==> src/logic/radio_types_pkg.sv <==
// Radio front-end control core data types
// Widths of samples, settings addresses, readback words and queue levels
`default_nettype none

package radio_types_pkg;

  // One complex sample, I in [31:16] and Q in [15:0]
  localparam int SAMPLE_W = 32;

  // Settings and readback share one address space width
  localparam int SET_ADDR_W = 8;

  // Readback word is two samples wide
  localparam int RB_WORD_W = 64;

  // Wide enough for 0 up to the full transmit queue depth of 8
  localparam int TX_LEVEL_W = 4;

  typedef logic [SAMPLE_W-1:0] sample_t;

  typedef logic [SET_ADDR_W-1:0] set_addr_t;

  typedef logic [RB_WORD_W-1:0] rb_word_t;

  // Fill level of the transmit sample queue
  typedef logic [TX_LEVEL_W-1:0] tx_level_t;

endpackage

`default_nettype wire

==> src/logic/radio_regs_pkg.sv <==
// Radio front-end control core register map
// Settings write addresses, readback addresses and transmit queue sizing
`default_nettype none

package radio_regs_pkg;

  // Transmit queue depth, kept a power of two so the pointers wrap on their own
  localparam int TX_QUEUE_DEPTH = 8;

  // Queue pointer width
  localparam int TX_PTR_W = $clog2(TX_QUEUE_DEPTH);

  // Settings bus write addresses
  // Scratch register, no effect on the datapath
  localparam radio_types_pkg::set_addr_t SR_TEST = 8'd0;
  // Word driven on tx while no sample is queued
  localparam radio_types_pkg::set_addr_t SR_CODEC_IDLE = 8'd1;
  // Push one sample into the transmit queue
  localparam radio_types_pkg::set_addr_t SR_TX_SAMPLE = 8'd2;
  // Bit 0 selects internal TX to RX loopback
  localparam radio_types_pkg::set_addr_t SR_LOOPBACK = 8'd3;
  localparam radio_types_pkg::set_addr_t SR_LEDS = 8'd4;
  localparam radio_types_pkg::set_addr_t SR_MISC_OUTS = 8'd5;

  // Readback addresses
  // Test register in the low half
  localparam radio_types_pkg::set_addr_t RB_TEST = 8'd0;
  // tx high, last captured rx low
  localparam radio_types_pkg::set_addr_t RB_TXRX = 8'd1;
  // Queue fill level, zero extended
  localparam radio_types_pkg::set_addr_t RB_TX_LEVEL = 8'd2;
  // Receive capture count in the low half
  localparam radio_types_pkg::set_addr_t RB_RX_COUNT = 8'd3;
  // misc_ins high, misc_outs low
  localparam radio_types_pkg::set_addr_t RB_MISC_IO = 8'd4;
  localparam radio_types_pkg::set_addr_t RB_LEDS = 8'd5;

endpackage

`default_nettype wire

==> src/logic/radio_tx_frontend.sv <==
// Transmit front-end of the radio control core
// Holds the codec idle word and a small sample queue, drives tx on each tx_stb
`default_nettype none

module radio_tx_frontend (
  input  logic                       radio_clk,
  input  logic                       arst_n,
  input  logic                       set_stb,
  input  radio_types_pkg::set_addr_t set_addr,
  input  radio_types_pkg::sample_t   set_data,
  input  logic                       tx_stb,
  output radio_types_pkg::sample_t   tx,
  output radio_types_pkg::tx_level_t tx_level
);

  import radio_types_pkg::*;
  import radio_regs_pkg::*;

  sample_t               idle_word;
  sample_t               queue_mem [TX_QUEUE_DEPTH];
  logic [TX_PTR_W-1:0]   wr_ptr;
  logic [TX_PTR_W-1:0]   rd_ptr;
  logic                  queue_empty;
  logic                  queue_full;
  logic                  push_req;
  logic                  do_push;
  logic                  do_pop;

  // Status from the level as it stands before this edge
  assign queue_empty = (tx_level == '0);
  assign queue_full  = (tx_level == tx_level_t'(TX_QUEUE_DEPTH));

  assign push_req = set_stb && (set_addr == SR_TX_SAMPLE);

  // A same-edge push never feeds an empty queue's pop
  assign do_pop = tx_stb && !queue_empty;

  // Full queue still takes a push when a slot frees up on the same edge
  assign do_push = push_req && (!queue_full || do_pop);

  // Idle word register
  always_ff @(posedge radio_clk or negedge arst_n)
  begin
    if (!arst_n)
    begin
      idle_word <= '0;
    end
    else if (set_stb && (set_addr == SR_CODEC_IDLE))
    begin
      idle_word <= set_data;
    end
  end

  // Sample storage
  always_ff @(posedge radio_clk)
  begin
    if (do_push)
    begin
      queue_mem[wr_ptr] <= set_data;
    end
  end

  // Pointers, level and output register
  always_ff @(posedge radio_clk or negedge arst_n)
  begin
    if (!arst_n)
    begin
      wr_ptr   <= '0;
      rd_ptr   <= '0;
      tx_level <= '0;
      tx       <= '0;
    end
    else
    begin
      if (do_push)
      begin
        wr_ptr <= wr_ptr + 1'b1;
      end
      if (do_pop)
      begin
        rd_ptr <= rd_ptr + 1'b1;
      end
      // Push and pop together leave the level alone
      case ({do_push, do_pop})
        2'b10:   tx_level <= tx_level + 1'b1;
        2'b01:   tx_level <= tx_level - 1'b1;
        default: tx_level <= tx_level;
      endcase
      // Oldest sample out, idle word when nothing is waiting
      if (tx_stb)
      begin
        tx <= queue_empty ? idle_word : queue_mem[rd_ptr];
      end
    end
  end

endmodule

`default_nettype wire

==> src/logic/radio_rx_frontend.sv <==
// Receive front-end of the radio control core
// Captures rx, or tx in loopback, on each rx_stb and counts the captures
`default_nettype none

module radio_rx_frontend (
  input  logic                       radio_clk,
  input  logic                       arst_n,
  input  logic                       set_stb,
  input  radio_types_pkg::set_addr_t set_addr,
  input  radio_types_pkg::sample_t   set_data,
  input  logic                       rx_stb,
  input  radio_types_pkg::sample_t   rx,
  input  radio_types_pkg::sample_t   tx,
  output radio_types_pkg::sample_t   rx_last,
  output radio_types_pkg::sample_t   rx_count
);

  import radio_types_pkg::*;
  import radio_regs_pkg::*;

  logic    loopback;
  sample_t capture_src;

  // Loopback takes the transmit output register as it stands
  assign capture_src = loopback ? tx : rx;

  // Loopback flag from bit 0 only
  always_ff @(posedge radio_clk or negedge arst_n)
  begin
    if (!arst_n)
    begin
      loopback <= 1'b0;
    end
    else if (set_stb && (set_addr == SR_LOOPBACK))
    begin
      loopback <= set_data[0];
    end
  end

  // Last sample and capture count
  always_ff @(posedge radio_clk or negedge arst_n)
  begin
    if (!arst_n)
    begin
      rx_last  <= '0;
      rx_count <= '0;
    end
    else if (rx_stb)
    begin
      rx_last  <= capture_src;
      // Wraps at 32 bits
      rx_count <= rx_count + 1'b1;
    end
  end

endmodule

`default_nettype wire

==> src/logic/radio_readback.sv <==
// Readback block of the radio control core
// Holds test, LED and misc output registers and answers readbacks one cycle later
`default_nettype none

module radio_readback (
  input  logic                       radio_clk,
  input  logic                       arst_n,
  input  logic                       set_stb,
  input  radio_types_pkg::set_addr_t set_addr,
  input  radio_types_pkg::sample_t   set_data,
  input  logic                       rb_stb,
  input  radio_types_pkg::set_addr_t rb_addr,
  input  radio_types_pkg::sample_t   tx,
  input  radio_types_pkg::tx_level_t tx_level,
  input  radio_types_pkg::sample_t   rx_last,
  input  radio_types_pkg::sample_t   rx_count,
  input  radio_types_pkg::sample_t   misc_ins,
  output logic                       rb_valid,
  output radio_types_pkg::rb_word_t  rb_data,
  output radio_types_pkg::sample_t   leds,
  output radio_types_pkg::sample_t   misc_outs
);

  import radio_types_pkg::*;
  import radio_regs_pkg::*;

  sample_t  test_reg;
  rb_word_t rb_next;

  // Local settings registers
  always_ff @(posedge radio_clk or negedge arst_n)
  begin
    if (!arst_n)
    begin
      test_reg  <= '0;
      leds      <= '0;
      misc_outs <= '0;
    end
    else if (set_stb)
    begin
      case (set_addr)
        SR_TEST:      test_reg  <= set_data;
        SR_LEDS:      leds      <= set_data;
        SR_MISC_OUTS: misc_outs <= set_data;
        default:      ;
      endcase
    end
  end

  // Readback select, unmapped addresses read as zero
  always_comb
  begin
    case (rb_addr)
      RB_TEST:     rb_next = {sample_t'(0), test_reg};
      RB_TXRX:     rb_next = {tx, rx_last};
      RB_TX_LEVEL: rb_next = rb_word_t'(tx_level);
      RB_RX_COUNT: rb_next = {sample_t'(0), rx_count};
      RB_MISC_IO:  rb_next = {misc_ins, misc_outs};
      RB_LEDS:     rb_next = {sample_t'(0), leds};
      default:     rb_next = '0;
    endcase
  end

  // One cycle response, pipelined so back to back requests all get answered
  // Values are taken before any same-edge settings write lands
  always_ff @(posedge radio_clk or negedge arst_n)
  begin
    if (!arst_n)
    begin
      rb_valid <= 1'b0;
      rb_data  <= '0;
    end
    else
    begin
      rb_valid <= rb_stb;
      if (rb_stb)
      begin
        rb_data <= rb_next;
      end
    end
  end

endmodule

`default_nettype wire

==> src/logic/radio_core.sv <==
// Radio front-end control core top level
// Transmit and receive front-ends side by side, results gathered by the readback block
`default_nettype none

module radio_core (
  input  logic                       radio_clk,
  input  logic                       arst_n,
  input  logic                       set_stb,
  input  radio_types_pkg::set_addr_t set_addr,
  input  radio_types_pkg::sample_t   set_data,
  input  logic                       rb_stb,
  input  radio_types_pkg::set_addr_t rb_addr,
  input  logic                       rx_stb,
  input  radio_types_pkg::sample_t   rx,
  input  logic                       tx_stb,
  input  radio_types_pkg::sample_t   misc_ins,
  output radio_types_pkg::sample_t   tx,
  output logic                       rb_valid,
  output radio_types_pkg::rb_word_t  rb_data,
  output radio_types_pkg::sample_t   leds,
  output radio_types_pkg::sample_t   misc_outs
);

  import radio_types_pkg::*;

  // Front-end results toward readback
  tx_level_t tx_level;
  sample_t   rx_last;
  sample_t   rx_count;

  // Settings bus goes to all three blocks, each decodes its own addresses
  radio_tx_frontend u_tx_frontend (
    .radio_clk (radio_clk),
    .arst_n    (arst_n),
    .set_stb   (set_stb),
    .set_addr  (set_addr),
    .set_data  (set_data),
    .tx_stb    (tx_stb),
    .tx        (tx),
    .tx_level  (tx_level)
  );

  // tx also feeds the loopback path
  radio_rx_frontend u_rx_frontend (
    .radio_clk (radio_clk),
    .arst_n    (arst_n),
    .set_stb   (set_stb),
    .set_addr  (set_addr),
    .set_data  (set_data),
    .rx_stb    (rx_stb),
    .rx        (rx),
    .tx        (tx),
    .rx_last   (rx_last),
    .rx_count  (rx_count)
  );

  radio_readback u_readback (
    .radio_clk (radio_clk),
    .arst_n    (arst_n),
    .set_stb   (set_stb),
    .set_addr  (set_addr),
    .set_data  (set_data),
    .rb_stb    (rb_stb),
    .rb_addr   (rb_addr),
    .tx        (tx),
    .tx_level  (tx_level),
    .rx_last   (rx_last),
    .rx_count  (rx_count),
    .misc_ins  (misc_ins),
    .rb_valid  (rb_valid),
    .rb_data   (rb_data),
    .leds      (leds),
    .misc_outs (misc_outs)
  );

endmodule

`default_nettype wire

==> config.mk <==
export PLATFORM = sky130hd
export DESIGN_NAME = radio_core
export DESIGN_NICKNAME = d
export VERILOG_FILES = /design/src/logic/radio_types_pkg.sv /design/src/logic/radio_regs_pkg.sv /design/src/logic/radio_tx_frontend.sv /design/src/logic/radio_rx_frontend.sv /design/src/logic/radio_readback.sv /design/src/logic/radio_core.sv
export SDC_FILE = /design/constraint.sdc
export NUM_CORES = 1
export LEC_CHECK = 0
export BUFFER_PORTS_ARGS = -buffer_cell sky130_fd_sc_hd__buf_2
export CORE_ASPECT_RATIO = 1.5
export CORE_MARGIN = 10
export CORE_UTILIZATION = 63
export CTS_CLUSTER_DIAMETER = 40
export DETAILED_ROUTE_END_ITERATION = 12
export PLACE_DENSITY = 0.85
export RECOVER_POWER = 100
export SLEW_MARGIN = 10
export SYNTH_ARGS = -nofsm -noshare
export SYNTH_HDL_FRONTEND = slang
export SYNTH_SLANG_ARGS = --single-unit
==> constraint.sdc <==
create_clock -name radio_clk -period 6 [get_ports radio_clk]
set_input_delay 0.6 -clock radio_clk [delete_from_list [all_inputs] [get_ports radio_clk]]
set_output_delay 0.6 -clock radio_clk [all_outputs]
set_load 0.01 [all_outputs]
# Word level (Yosys, flattened, before mapping)
# Memories as Yosys holds them, arrays and structs flattened.
# Index checks and enable logic that the tools add are counted.
# op_classes
add_sub_neg	5
eq_ne	13
muxes	6
reduce_logical	15
# ops
cell	count
64-bit one-hot mux with 6 select lines	1
32-bit two-way mux	2
32-bit by 1-bit adder with 32-bit output, second input constant	1
8-bit by 2-bit equality test with 1-bit output, second input constant	4
8-bit by 3-bit equality test with 1-bit output, second input constant	4
8-bit by 1-bit equality test with 1-bit output, second input constant	2
8-bit zero test	2
4-bit one-hot mux with 2 select lines	1
3-bit by 1-bit adder with 3-bit output, second input constant	2
2-bit AND reduction	3
1-bit logical AND	5
4-bit by 1-bit adder with 4-bit output, second input constant	1
4-bit equality test, second input constant	1
4-bit zero test	1
4-bit by 1-bit subtractor with 4-bit output, second input constant	1
2-bit by 1-bit equality test with 1-bit output, second input constant	1
2-bit equality test, second input constant	1
1-bit zero test	2
1-bit two-way mux	2
2-bit nonzero test	1
1-bit logical OR	1
# word_totals
register_bits	300
mem_bits_rw	256
in_bits	118
output_inout_bits	161
memories	1
# memory_table
memory	depth	width	read_ports	rd_ports_with_merged_regs	write_ports	line	rtl
u_tx_frontend.queue_mem	8	32	1	0	1	radio_tx_frontend.sv:20	sample_t queue_mem [TX_QUEUE_DEPTH];

# Longest topological paths before layout
# logic_depth
word_depth	7
depth_mapped	9
mapped_depth_nobuf	8

# By module
# From an unflattened synthesis, not the netlist that was laid out.
# hier_totals
cells_unflattened	1499
area_unflattened_um2	23515.1
# modules_own_cells
mod	n_inst	cells_per_inst	area_per_inst_um2	seq_area_each_um2
radio_tx_frontend	1	644	12768.5	9539.1
radio_readback	1	588	7812.5	4028.9
radio_rx_frontend	1	267	2934.1	1626.6

# Worst setup path after synthesis
# Ideal clock, no wire load.
# synth_timing
kind	input to register
startpoint	in set_addr[3]
endpoint	mem u_tx_frontend.queue_mem[0][0] in the netlist's numbering, enable pin
setup_ns	0.461
arrival_time_ns	4.153
required_ns	5.539
slack_ns	1.386
stages	5
path_buffers	0
cell_sequence	or4_4 > nor2_1 > nand3_1 > or2_2 > nor3_1
# synth_between
elab_chain_cells	5
# synth_rtl
element	line	rtl
start: declaration	radio_core.sv:9	input radio_types_pkg::set_addr_t set_addr,
8-bit by 2-bit equality test with 1-bit output	radio_tx_frontend.sv:33	assign push_req = set_stb && (set_addr == SR_TX_SAMPLE);
1-bit logical AND	radio_tx_frontend.sv:33	
1-bit logical AND	radio_tx_frontend.sv:39	assign do_push = push_req && (!queue_full || do_pop);
1-bit two-way mux	radio_tx_frontend.sv:57	if (do_push)
1-bit two-way mux (not written as such)	radio_tx_frontend.sv:59	queue_mem[wr_ptr] <= set_data;
end: declaration	radio_tx_frontend.sv:20	
# No other way between the ends.

# Worst setup path in the final report
# layout_timing
startpoint	in set_addr[3]
endpoint	mem u_tx_frontend.queue_mem[7][18] in the netlist's numbering, enable pin
# Same word-level chain as after synthesis.

==> qor.yml <==
global_routing:
  antenna_found_initial: 4
  grt_pass1_vias: 16700
  grt.total_usage_pct: 31.3
  grt_max_degree: 157
  grt-ovfl-total: 0
  grt_pass1_wl_um: 104000
synthesis:
  synth_enable_flop_cells: 256
  syn_inst: 1515
  syn_area_um2: 23000
  postSynth.asyncResetShare_pct: 54.0
  avgSynthCellArea_um2: 15.2
  synth.distinct_cells: 49
  yosysWarnings: 0
  synthesis.nets: 1639
  seq_area_frac_synth_pct: 66.2
  ys.flop_type: "dfrtp_1"
  ys_ff_latch: 556
layout:
  final_cells: 2293
  areaGrowthSynthToFinish_pct: 14.8
  largest_reg_flops: 256
  mostFrequentLayoutCells: "dfrtp_1 (299), edfxtp_1 (256), clkbuf_1 (209)"
  final_net_count: 1893
  final_common_cell: "dfrtp_1"
  layout-drive-gt1-share_pct: 21.4
  regMostFlops: "u_tx_frontend.queue_mem"
  reg.largest.list: "u_tx_frontend.queue_mem x256, u_readback.rb_data x64"
cts:
  cts_buffers: 50
  cts.clk_slew.worst_paths_ns: 0.07
  cts_resized: 0
  h-tree-depth: 2
  ctsHoldBuffers: 1
  cts-root-buf: "clkbuf_16"
  clkLatencyLatePin_ns: 0.59
  clock_path_buffers: 3
  post-cts-setup-buffer-count: 0
  cts_tree: "built"
  clock_sinks: 556
placement:
  preCtsSetupSlack_ns: 2.23
  gp_congestion: 0.869
  post-place-cells: 2194
  dpl.hpwl_um: 42500
  place.port_buffers: 278
worst_hold_path:
  whs_path_depth: 3
  min_path_type: "input pin to flip-flop"
routing:
  dr.first_iter.drc_count: 1918
  drc: 0
  vias_per_cell: 6.83
  drt-total-wl_um: 69900
  dr.pass1.iters: 6
  antenna_left: 0
  via_count: 15700
  wl_per_cell_um: 30.5
timing:
  tns_ns: 0
  period_minus_slack_ns: 4.56
  rsz0062_at_grt: "false"
  finClkSkew_ns: 0.0198
  post-route-period-util_pct: 76.0
  tightest_slew_ns: 3.82
  slew_headroom_pct: -155
  clock.fmax_ghz: 0.219
  fin_ws_ns: 1.44
  final_max_slew_viol_count: 501
  setup_viol: 0
  hold_viol_final: 0
worst_setup_path:
  required_ns: 6.11
  cp-end-kind: "flip-flop"
  cp.arrival_ns: 4.67
  cp-start-kind: "input pin"
  r2r_cells: 4
  cp_max_fo: 32
  setup.worst_path.class: "input pin to flip-flop"
job:
  drv_cap: 14
floorplanning:
  coreArea_um2: 35900
  io_pins: 279
  start_util_pct: 63.9
  dieArea_um2: 44600
  std_cell_rows: 85
  die_w_um: 176
  fp.dieH_um: 254
power_and_ir_drop:
  p_leak_nw: 10.3
  powerDensity_nw_per_um2: 377
  ir_drop_uv: 275
outcome:
  status: "finished, violations left"
  violations: "capacitance limit, slew limit"
## final timing paths
kind	from	end	slack, ns
min in group asynchronous	arst_n	u_rx_frontend.rx_last[1]	0.57
max in group asynchronous	arst_n	u_rx_frontend.rx_last[21]	4.00
min	misc_ins[27]	u_readback.rb_data[59]	0.29
max reg2reg	u_tx_frontend.tx_level[0]	u_tx_frontend.queue_mem[7][18]	1.79
max	set_addr[3]	u_tx_frontend.queue_mem[7][18]	1.44
min reg2reg	u_rx_frontend.rx_count[31]	u_rx_frontend.rx_count[31]	0.48
## through the flow
stage | power [mW] | instance area [um^2] | util, % | hold WS (ns)
after detailed placement | 6.35 | 24800 | 69.1 | 0.464
after floorplan | 5.66 | 23000 | - | 0.304
after CTS | 9.92 | 26700 | 74.3 | 0.276
after global placement | 6.27 | 24800 | 69.1 | 0.464
after global routing | 10.2 | 26400 | 73.3 | 0.299
final | 9.93 | 26400 | 73.3 | 0.293
## power breakdown
group	switching, mW	internal (mW)
clock	1.47	2.13
combinational	0.825	0.828
sequential	0.471	4.20
## cell usage after synthesis, types with 50 or more instances
cell type	instances	area share, %
mux2i_1	70	3.1
clkbuf_1	65	1.1
mux2_2	139	6.8
edfxtp_1	256	33
nor2b_1	61	1.7
mux4_2	65	6.4
dfrtp_1	300	33
a21oi_1	70	1.5
inv_1	53	0.87
a22oi_1	70	2.3
o22ai_1	50	1.4
nor2_1	57	0.93
## logic make-up (layout without fill, tap and decap cells)
kind of cell	Yosys count	in the layout	share of synthesized area, %
DFF	556	556	66.2
AOI/OAI and AO/OA	289	289	8.28
muxes	278	278	16.4
and+or+nand+nor	199	199	4.74
buffers and inverters	150	446	2.58
xor gates and xnor gates	37	37	1.41
adders and majority gates	6	6	0.360
other	0	4	0
## metal layers
metal / vias to the layer above / global-route usage [%] / routed length (um)
met5: - / 0 / 0
met4: 0 / 19.4 / 4570
met3: 285 / 7.96 / 7260
met2: 1199 / 52.0 / 34800
met1: 7900 / 35.8 / 23300
li1: 6275 / - / -
## cell type report
cell class	count	area [um^2]
Multi-Input combinational cell	809	7200
Sequential cell	556	15200
Timing Repair Buffer	299	1290
Fill cell	2216	9580
Clock inverter	35	497
Tap cell	478	598
Antenna cell	4	10.0
Inverter	53	199
Clock buffer	59	1370
## worst max-delay path, stage by stage
cell     delay [ns]
buf_2          0.09
or4_1          0.59
nor2_1         0.44
nand4_1        0.29
nor2_1         2.62
Power figures use the tool's default switching activity.
